[src/hdl/poly_pkg.sv]
// Polynomial actor package with sizes, opcodes, command word views, status layout and token port
package poly_pkg;
    localparam int word_w = 16;
    localparam int fifo_depth = 16;
    localparam int cnt_w = $clog2(fifo_depth + 1);
    localparam int slot_count = 8;
    localparam int max_degree = 10;
    localparam int coef_words = slot_count * (max_degree + 1);  // 88 coefficient words
    localparam int addr_w = $clog2(coef_words);

    localparam logic [7:0] op_stp = 8'd0;
    localparam logic [7:0] op_evp = 8'd1;
    localparam logic [7:0] op_evb = 8'd2;
    localparam logic [7:0] op_rst = 8'd3;

    // Firing controller states
    localparam logic [3:0] fc_idle = 4'd0;
    localparam logic [3:0] fc_fetch_start = 4'd1;
    localparam logic [3:0] fc_fetch_wait = 4'd2;
    localparam logic [3:0] fc_decode = 4'd3;
    localparam logic [3:0] fc_stp_start = 4'd4;
    localparam logic [3:0] fc_stp_wait = 4'd5;
    localparam logic [3:0] fc_eval_start = 4'd6;
    localparam logic [3:0] fc_eval_wait = 4'd7;
    localparam logic [3:0] fc_clear = 4'd8;
    localparam logic [3:0] fc_err_out = 4'd9;

    // Evaluation engine states
    localparam logic [1:0] pe_idle = 2'd0;
    localparam logic [1:0] pe_wait_x = 2'd1;
    localparam logic [1:0] pe_run = 2'd2;
    localparam logic [1:0] pe_err = 2'd3;

    typedef struct packed {
        logic [7:0] opcode;
        logic [2:0] slot;
        logic [4:0] degree;
    } stp_view_t;

    typedef struct packed {
        logic [7:0] opcode;
        logic [2:0] slot;
        logic [4:0] count;
    } evb_view_t;

    typedef union packed {
        stp_view_t stp_view;
        evb_view_t evb_view;
    } cmd_word_u;

    function automatic logic [31:0] make_status(input logic [7:0] op, input logic [2:0] slot,
                                                input logic [4:0] degree, input logic err,
                                                input logic [14:0] index);
        return {op, slot, degree, err, index};
    endfunction
endpackage

`timescale 1ns/1ps
// Read side of a token FIFO as seen by its single consumer
interface tok_rd_if import poly_pkg::*; ();
    logic              pop;
    logic [word_w-1:0] token;
    logic [cnt_w-1:0]  count;
    logic              empty;

    modport owner (input pop, output token, output count, output empty);
    modport reader (output pop, input token, input count, input empty);
endinterface

[src/hdl/coef_setup.sv]
// Setup engine that loads a slot's coefficients from data tokens and keeps the slot tables
`timescale 1ns/1ps
module coef_setup import poly_pkg::*;
(
    input  logic              clk,
    input  logic              rst,
    input  logic              start,
    input  logic              clear,
    input  logic [2:0]        slot,
    input  logic [4:0]        degree,
    tok_rd_if.reader          data,
    output logic              done,
    input  logic [2:0]        rd_slot,
    input  logic [3:0]        rd_index,
    output logic [word_w-1:0] coef,
    output logic [4:0]        slot_degree,
    output logic              slot_valid
);
    logic [word_w-1:0]     mem [coef_words];
    logic [4:0]            degree_tab [slot_count];
    logic [slot_count-1:0] valid;
    logic                  busy;
    logic [3:0]            idx;
    logic [2:0]            slot_r;
    logic [4:0]            degree_r;
    logic                  last_pop;

    function automatic logic [addr_w-1:0] coef_addr(input logic [2:0] s, input logic [3:0] i);
        return addr_w'(s) * addr_w'(max_degree + 1) + addr_w'(i);
    endfunction

    assign data.pop = busy && !data.empty;
    assign last_pop = data.pop && ({1'b0, idx} == degree_r);

    always_ff @(posedge clk or negedge rst)
    begin
        if (!rst)
        begin
            busy <= 1'b0;
            done <= 1'b0;
            idx <= '0;
            valid <= '0;
        end
        else
        begin
            done <= 1'b0;
            if (clear)
                valid <= '0;                        // RST command drops every slot
            if (start)
            begin
                busy <= 1'b1;
                idx <= '0;
            end
            else if (data.pop)
            begin
                idx <= idx + 1'b1;
                if (last_pop)
                begin
                    busy <= 1'b0;
                    done <= 1'b1;
                    valid[slot_r] <= 1'b1;
                end
            end
        end
    end

    always_ff @(posedge clk)
    begin
        if (start)
        begin
            slot_r <= slot;
            degree_r <= degree;
        end
        if (data.pop)
            mem[coef_addr(slot_r, idx)] <= data.token;  // Index 0 holds the highest order
        if (last_pop)
            degree_tab[slot_r] <= degree_r;
    end

    assign coef = mem[coef_addr(rd_slot, rd_index)];
    assign slot_degree = degree_tab[rd_slot];
    assign slot_valid = valid[rd_slot];
endmodule

[src/hdl/command_decoder.sv]
// Command fetch engine that pops one command word and presents its decoded fields
`timescale 1ns/1ps
module command_decoder import poly_pkg::*;
(
    input  logic       clk,
    input  logic       rst,
    input  logic       start,
    tok_rd_if.reader   cmd,
    output logic       cmd_ready,
    output logic       done,
    output logic [7:0] opcode,
    output logic [2:0] slot,
    output logic [4:0] arg
);
    cmd_word_u word;

    assign cmd_ready = (cmd.count >= cnt_w'(1));    // Firing rule for a fetch
    assign cmd.pop = start && !cmd.empty;

    always_ff @(posedge clk or negedge rst)
    begin
        if (!rst)
            done <= 1'b0;
        else
            done <= start;                          // Word is latched when done rises
    end

    always_ff @(posedge clk)
    begin
        if (cmd.pop)
            word <= cmd.token;
    end

    assign opcode = word.stp_view.opcode;
    assign slot = word.stp_view.slot;

    // The same low bits are the STP degree and the EVB block count
    assign arg = word.stp_view.degree;
endmodule

[src/hdl/firing_ctrl.sv]
// Firing controller that fetches commands, starts the matching engine and drives the output
`timescale 1ns/1ps
module firing_ctrl import poly_pkg::*;
(
    input  logic        clk,
    input  logic        rst,
    input  logic        cmd_ready,
    output logic        fetch_start,
    input  logic        fetch_done,
    input  logic [7:0]  opcode,
    input  logic [2:0]  slot,
    input  logic [4:0]  arg,
    output logic        stp_start,
    input  logic        stp_done,
    output logic        eval_start,
    output logic        eval_block,
    input  logic        eval_done,
    output logic        clear_slots,
    tok_rd_if.reader    data_fifo,
    tok_rd_if.owner     stp_data,
    tok_rd_if.owner     eval_data,
    input  logic        eval_out_valid,
    input  logic [31:0] eval_result,
    input  logic [31:0] eval_status,
    output logic        result_valid,
    output logic [31:0] result,
    output logic [31:0] status
);
    logic [3:0] state;
    logic [3:0] next_state;
    logic       stp_mode;
    logic       eval_mode;
    logic       eval_out;

    always_ff @(posedge clk or negedge rst)
    begin
        if (!rst)
            state <= fc_idle;
        else
            state <= next_state;
    end

    always_comb
    begin
        next_state = state;
        case (state)
            fc_idle:
                if (cmd_ready)
                    next_state = fc_fetch_start;
            fc_fetch_start:
                next_state = fc_fetch_wait;
            fc_fetch_wait:
                if (fetch_done)
                    next_state = fc_decode;
            fc_decode:
            begin
                case (opcode)
                    op_stp:
                        if (arg > 5'(max_degree))
                            next_state = fc_err_out;
                        else if (data_fifo.count > cnt_w'(arg))   // Needs degree+1 tokens
                            next_state = fc_stp_start;
                    op_evp, op_evb:
                        if (!data_fifo.empty)
                            next_state = fc_eval_start;
                    op_rst:
                        next_state = fc_clear;
                    default:
                        next_state = fc_err_out;
                endcase
            end
            fc_stp_start:
                next_state = fc_stp_wait;
            fc_stp_wait:
                if (stp_done)
                    next_state = fc_idle;
            fc_eval_start:
                next_state = fc_eval_wait;
            fc_eval_wait:
                if (eval_done)
                    next_state = fc_idle;
            default:
                next_state = fc_idle;                       // Clear and error output take one cycle
        endcase
    end

    assign fetch_start = (state == fc_fetch_start);
    assign stp_start = (state == fc_stp_start);
    assign eval_start = (state == fc_eval_start);
    assign eval_block = (opcode == op_evb);
    assign clear_slots = (state == fc_clear);

    // Data stream goes to whichever engine owns the current firing
    assign stp_mode = (state == fc_stp_start) || (state == fc_stp_wait);
    assign eval_mode = (state == fc_eval_start) || (state == fc_eval_wait);
    assign stp_data.token = data_fifo.token;
    assign stp_data.count = data_fifo.count;
    assign stp_data.empty = data_fifo.empty;
    assign eval_data.token = data_fifo.token;
    assign eval_data.count = data_fifo.count;
    assign eval_data.empty = data_fifo.empty;
    assign data_fifo.pop = stp_mode ? stp_data.pop : (eval_mode && eval_data.pop);

    assign eval_out = (state == fc_eval_wait) && eval_out_valid;

    always_ff @(posedge clk or negedge rst)
    begin
        if (!rst)
            result_valid <= 1'b0;
        else
            result_valid <= eval_out || (state == fc_err_out);
    end

    always_ff @(posedge clk)
    begin
        if (state == fc_err_out)
        begin
            result <= '0;
            status <= make_status(opcode, slot, arg, 1'b1, '0);
        end
        else if (eval_out)
        begin
            result <= eval_result;
            status <= eval_status;
        end
    end

    // A pop from an engine outside its own firing would be lost in the routing
    assert property (@(posedge clk) disable iff (!rst)
        (!stp_data.pop || stp_mode) && (!eval_data.pop || eval_mode))
        else $error("firing_ctrl: data pop from an engine that is not firing");
endmodule

[src/hdl/poly_actor.sv]
// Polynomial evaluation actor with command and data token FIFOs and its firing engines
`timescale 1ns/1ps
module poly_actor import poly_pkg::*;
(
    input  logic              clk,
    input  logic              rst,
    input  logic              data_push,
    input  logic [word_w-1:0] data_token,
    input  logic              cmd_push,
    input  logic [word_w-1:0] cmd_token,
    output logic              data_full,
    output logic              cmd_full,
    output logic              result_valid,
    output logic [31:0]       result,
    output logic [31:0]       status
);
    tok_rd_if cmd_rd ();
    tok_rd_if data_rd ();
    tok_rd_if stp_rd ();
    tok_rd_if eval_rd ();

    logic              cmd_ready;
    logic              fetch_start;
    logic              fetch_done;
    logic [7:0]        opcode;
    logic [2:0]        slot;
    logic [4:0]        arg;
    logic              stp_start;
    logic              stp_done;
    logic              eval_start;
    logic              eval_block;
    logic              eval_done;
    logic              clear_slots;
    logic [2:0]        rd_slot;
    logic [3:0]        rd_index;
    logic [word_w-1:0] coef;
    logic [4:0]        slot_degree;
    logic              slot_valid;
    logic              eval_out_valid;
    logic [31:0]       eval_result;
    logic [31:0]       eval_status;

    token_fifo u_cmd_fifo (.clk(clk), .rst(rst), .push(cmd_push), .token_in(cmd_token),
                           .full(cmd_full), .rd(cmd_rd));

    token_fifo u_data_fifo (.clk(clk), .rst(rst), .push(data_push), .token_in(data_token),
                            .full(data_full), .rd(data_rd));

    command_decoder u_decoder (.clk(clk), .rst(rst), .start(fetch_start), .cmd(cmd_rd),
                               .cmd_ready(cmd_ready), .done(fetch_done), .opcode(opcode),
                               .slot(slot), .arg(arg));

    coef_setup u_setup (.clk(clk), .rst(rst), .start(stp_start), .clear(clear_slots),
                        .slot(slot), .degree(arg), .data(stp_rd), .done(stp_done),
                        .rd_slot(rd_slot), .rd_index(rd_index), .coef(coef),
                        .slot_degree(slot_degree), .slot_valid(slot_valid));

    poly_eval u_eval (.clk(clk), .rst(rst), .start(eval_start), .slot(slot), .count(arg),
                      .block(eval_block), .data(eval_rd), .rd_slot(rd_slot),
                      .rd_index(rd_index), .coef(coef), .slot_degree(slot_degree),
                      .slot_valid(slot_valid), .done(eval_done), .out_valid(eval_out_valid),
                      .result(eval_result), .status(eval_status));

    firing_ctrl u_ctrl (.clk(clk), .rst(rst), .cmd_ready(cmd_ready), .fetch_start(fetch_start),
                        .fetch_done(fetch_done), .opcode(opcode), .slot(slot), .arg(arg),
                        .stp_start(stp_start), .stp_done(stp_done), .eval_start(eval_start),
                        .eval_block(eval_block), .eval_done(eval_done),
                        .clear_slots(clear_slots), .data_fifo(data_rd), .stp_data(stp_rd),
                        .eval_data(eval_rd), .eval_out_valid(eval_out_valid),
                        .eval_result(eval_result), .eval_status(eval_status),
                        .result_valid(result_valid), .result(result), .status(status));
endmodule

[src/hdl/poly_eval.sv]
// Evaluation engine that runs Horner's rule on a stored slot for one x or a block of x values
`timescale 1ns/1ps
module poly_eval import poly_pkg::*;
(
    input  logic              clk,
    input  logic              rst,
    input  logic              start,
    input  logic [2:0]        slot,
    input  logic [4:0]        count,
    input  logic              block,
    tok_rd_if.reader          data,
    output logic [2:0]        rd_slot,
    output logic [3:0]        rd_index,
    input  logic [word_w-1:0] coef,
    input  logic [4:0]        slot_degree,
    input  logic              slot_valid,
    output logic              done,
    output logic              out_valid,
    output logic [31:0]       result,
    output logic [31:0]       status
);
    logic [1:0]               state;
    logic [3:0]               idx;
    logic [4:0]               left;
    logic [4:0]               x_index;
    logic [2:0]               slot_r;
    logic                     block_r;
    logic signed [word_w-1:0] x_r;
    logic signed [31:0]       acc;
    logic signed [31:0]       acc_next;
    logic                     last_coef;

    assign rd_slot = (state == pe_idle) ? slot : slot_r;   // Validity is checked on start
    assign rd_index = idx;
    assign data.pop = (state == pe_wait_x) && !data.empty;

    assign acc_next = acc * x_r + $signed(coef);          // Wraps modulo 2^32
    assign last_coef = (state == pe_run) && ({1'b0, idx} == slot_degree);

    assign out_valid = last_coef || (state == pe_err);
    assign done = (state == pe_err) || (last_coef && (left == 5'd1));
    assign result = (state == pe_err) ? '0 : acc_next;
    assign status = make_status(block_r ? op_evb : op_evp, slot_r, slot_degree,
                                state == pe_err, 15'(x_index));

    always_ff @(posedge clk or negedge rst)
    begin
        if (!rst)
        begin
            state <= pe_idle;
            idx <= '0;
            left <= '0;
            x_index <= '0;
        end
        else
        begin
            case (state)
                pe_idle:
                begin
                    if (start)
                    begin
                        state <= slot_valid ? pe_wait_x : pe_err;
                        left <= (block && (count != '0)) ? count : 5'd1;
                        x_index <= '0;
                    end
                end
                pe_wait_x:
                begin
                    if (data.pop)
                    begin
                        state <= pe_run;
                        idx <= '0;
                    end
                end
                pe_run:
                begin
                    idx <= idx + 1'b1;
                    if (last_coef)
                    begin
                        left <= left - 1'b1;
                        x_index <= x_index + 1'b1;
                        state <= (left == 5'd1) ? pe_idle : pe_wait_x;
                    end
                end
                default:
                    state <= pe_idle;                     // Error output lasts one cycle
            endcase
        end
    end

    always_ff @(posedge clk)
    begin
        if (state == pe_idle && start)
        begin
            slot_r <= slot;
            block_r <= block;
        end
        if (data.pop)
        begin
            x_r <= data.token;
            acc <= '0;
        end
        else if (state == pe_run)
            acc <= acc_next;
    end

    // The degree table in coef_setup bounds every coefficient read
    assert property (@(posedge clk) disable iff (!rst)
        (state == pe_run) |-> ({1'b0, idx} <= slot_degree))
        else $error("poly_eval: coefficient index past slot degree");
endmodule

[src/hdl/token_fifo.sv]
// Token FIFO that buffers one input stream and shows its head token to one reader
`timescale 1ns/1ps
module token_fifo import poly_pkg::*;
(
    input  logic              clk,
    input  logic              rst,
    input  logic              push,
    input  logic [word_w-1:0] token_in,
    output logic              full,
    tok_rd_if.owner           rd
);
    logic [word_w-1:0]             mem [fifo_depth];
    logic [$clog2(fifo_depth)-1:0] wr_ptr;
    logic [$clog2(fifo_depth)-1:0] rd_ptr;
    logic [cnt_w-1:0]              count;
    logic                          do_push;
    logic                          do_pop;

    assign do_push = push && !full;             // A push into a full FIFO is dropped
    assign do_pop = rd.pop && !rd.empty;
    assign full = (count == cnt_w'(fifo_depth));
    assign rd.empty = (count == '0);
    assign rd.count = count;
    assign rd.token = mem[rd_ptr];              // Head token is valid whenever empty is low

    always_ff @(posedge clk or negedge rst)
    begin
        if (!rst)
        begin
            wr_ptr <= '0;
            rd_ptr <= '0;
            count <= '0;
        end
        else
        begin
            if (do_push)
                wr_ptr <= wr_ptr + 1'b1;        // Depth is a power of two so pointers wrap
            if (do_pop)
                rd_ptr <= rd_ptr + 1'b1;
            if (do_push && !do_pop)
                count <= count + 1'b1;
            else if (!do_push && do_pop)
                count <= count - 1'b1;
        end
    end

    always_ff @(posedge clk)
    begin
        if (do_push)
            mem[wr_ptr] <= token_in;
    end

    // Consumers must check empty before taking the head token
    assert property (@(posedge clk) disable iff (!rst) rd.empty |-> !rd.pop)
        else $error("token_fifo: pop while empty");
endmodule

[config.mk]
export PLATFORM = sky130hd
export DESIGN_NAME = poly_actor
export DESIGN_NICKNAME = d
export VERILOG_FILES = /design/src/hdl/poly_pkg.sv /design/src/hdl/coef_setup.sv /design/src/hdl/command_decoder.sv /design/src/hdl/firing_ctrl.sv /design/src/hdl/poly_actor.sv /design/src/hdl/poly_eval.sv /design/src/hdl/token_fifo.sv
export SDC_FILE = /design/constraint.sdc
export NUM_CORES = 2
export LEC_CHECK = 0
export ABC_AREA = 0
export BUFFER_PORTS_ARGS = -buffer_cell sky130_fd_sc_hd__buf_2
export CORE_MARGIN = 5
export CORE_UTILIZATION = 38
export CTS_CLUSTER_DIAMETER = 50
export DETAILED_ROUTE_END_ITERATION = 10
export REMOVE_ABC_BUFFERS = 1
export SYNTH_ARGS = -nofsm -noshare
export SYNTH_HDL_FRONTEND = slang
export SYNTH_HIERARCHICAL = 1
export SYNTH_SLANG_ARGS = --single-unit
export TNS_END_PERCENT = 20
[constraint.sdc]
create_clock -name clk -period 25.6 [get_ports clk]
set_input_delay 2.56 -clock clk [delete_from_list [all_inputs] [get_ports clk]]
set_output_delay 2.56 -clock clk [all_outputs]
set_load 0.05 [all_outputs]
==> metrics.md <==
| Metric | Value |
|---|---|
| Worst Max-Slew Pin Slew | `1.31 ns` |
| Delay of the slowest cell on the worst path | `1.05 ns` |
| Core Region | `257,000 µm²` |
| Post-CTS clock slew at the launch and capture registers of the worst setup and hold paths | `0.06 ns` |
| Nets | `roughly 6,500` |
| Summed negative setup slack over all endpoints | `0 ns` |
| Final worst path period need | `12.13 ns` |
| Post-detailed-route count of antenna-violating nets | `0` |
| Via count of the first global-routing pass | `52,800` |
| Outcome | `completed` |
| Maximum buffer depth of the clock tree | `3` |
| Number of DRC violations after detailed-routing iteration 0 | `about 4,700` |
| Std cell rows | `186` |
| Maximum clock frequency | `82.4 MHz` |
| Period Utilization, post-route | `0.474` |
| Critical-path maximum fanout | `37` |
| Data arrival time of the critical path | `between 10 and 15 ns` |
| Maximum number of pins on one net before global-route repair | `114` |
| Starting density of the core | `0.382` |
| Detail-routed via count per cell | `5.37` |
| Type of the worst setup path | `reg -> reg` |
| Buffers inserted during post-CTS setup optimization | `0` |
| CTS Sinks | `approximately 2,200` |
| Count of unresolved DRC violations after routing | `0` |
| Crit path launch type | `flip-flop` |
| I/O pin cnt | `103` |
| Count of buffers from port buffering | `102` |
| Synthesis-to-finish area growth | `12.9%` |
| Required arrival time at the worst endpoint | `between 20 and 30 ns` |
| Hold Path Class | `reg -> reg` |
| Standard cell with the maximum stage delay on the critical path | `fa_4` |
| Kind of end point of the critical path | `flip-flop` |
| Via count | `51,300` |
| Avg Synthesized Cell Area | `17.1 µm²` |
| Overall fraction of global-route tracks in use | `0.180` |
| Fraction of final layout cells with drive strength greater than 1 | `0.217` |
| Die height | `519 µm` |
| Final setup violation count | `0` |
| Placer's final routability congestion estimate | `a little over 0.8` |
| Number of gates resized after cts | `0` |
| Count of hold-fix buffers inserted at cts | `0` |
| Total number of H-tree levels | `4` |
| Average wire per cell in the routed design | `25.5 µm` |
| Count of final hold-check violations | `0` |
| Placed wire-length estimate | `154 mm` |
| Initial antenna violation count | `24` |
| Yosys synthesis warning count | `6` |
| Total die area | `~270,000 µm²` |
| Routed Wire Length | `between 200 and 250 mm` |
| Skew-Pair Late Insertion Delay | `0.88 ns` |
| Die span in x | `between 500 and 600 µm` |
| Final clock skew | `0.105 ns` |
| Wire length of the first global-routing pass | `363 mm` |
| Clock tree from TritonCTS | `built` |
| Overflow left after global routing | `0` |
| Post-synthesis instance area | `98,300 µm²` |
| Slew Limit Headroom | `0.121` |
| Number of standard cells after synthesis | `5,750` |
| Number of buffers created by CTS | `237` |
| Cell at the root of the clock tree | `clkbuf_16` |
| DRT Pass-1 Iters | `5` |
| Final Max Tran Viols | `0` |
| Maximum Capacitance Violations | `0` |
| RSZ-0062 raised after global routing | `false` |
## per-stage QoR
step	utilization	setup WS, ns	area (µm²)	cells	hold slack [ns]
global placement	0.400	13.44	103000	9093	0.441
detailed placement	0.400	13.37	103000	9093	0.444
finish	0.431	13.47	111000	9546	0.452
global route	0.431	12.87	111000	9536	0.473
floorplan	-	6.01	96300	5419	0.448
CTS	0.431	13.36	111000	9534	0.452
## layer usage
layer,routed length (µm),GRT usage,up-vias
met2,118000,0.292,1661
met5,7,0,-
met4,5920,0.0467,2
met3,16000,0.0310,303
li1,-,-,22000
met1,104000,0.254,27300
## state kept, by name (all words and copies together), names as in the netlist, 5 cells and up
| signal | count |
|---|---|
| u_setup/mem | 1408 |
| u_cmd_fifo/mem | 256 |
| u_data_fifo/mem | 256 |
| u_setup/degree_tab | 40 |
| u_ctrl/result | 32 |
| u_ctrl/status | 32 |
| u_eval/acc | 32 |
| u_decoder/word | 16 |
| u_eval/x_r | 16 |
| u_setup/valid | 8 |
| u_cmd_fifo/rd.count | 5 |
| u_data_fifo/rd.count | 5 |
| u_eval/left | 5 |
| u_eval/x_index | 5 |
| u_setup/degree_r | 5 |
## layout by cell type, fill, tap and decap left out, drive strengths merged, types with 85 or more instances in the layout
master and n:
clkinv 85, buf 290, a21oi 124, o21ai 89
clkbuf 304, and2 187, edfxtp 2020, ha 149
nand2 483, mux2i 165, inv 477, fa 342
mux4 474, nor2 228
## cell type report
type                            instances  area (µm²)
Clock inverter                        137        1620
Multi-Input combinational cell       2797       31100
Antenna cell                           12        30.0
Fill cell                           22400      146000
Sequential cell                      2162       63800
Tap cell                             3384        4230
Inverter                              460        1730
Clock buffer                          304        6400
Timing Repair Buffer                  290        1960
## final timing paths
path	from	to	slack, ns	depth (start not counted)
min in group asynchronous	rst	u_eval/x_index[4]	1.77	1
worst min-delay path	u_ctrl/status[10]	u_ctrl/status[10]	0.45	2
worst max register to register	u_eval/state[1]	u_ctrl/result[28]	13.47	33
worst min register to register	u_ctrl/status[10]	u_ctrl/status[10]	0.45	2
worst max-delay path	u_eval/state[1]	u_ctrl/result[28]	13.47	33
max in group asynchronous	rst	u_cmd_fifo/rd_ptr[0]	23.09	1
## critical path, delay by kind of cell (launching register included)
| family | cells | cell delay (ns) |
|---|---|---|
| adders and majority gates | 10 | 4.66 |
| AOI/OAI and AO/OA | 8 | 1.87 |
| buffers and inverters | 7 | 1.70 |
| muxes | 3 | 1.53 |
| and+or+nand+nor | 4 | 1.41 |
| DFF | 1 | 0.49 |
| xor gates and xnor gates | 1 | 0.23 |
Power is not shown: default switching activity piles up to over one toggle a cycle in this logic, so the estimate is an artifact.
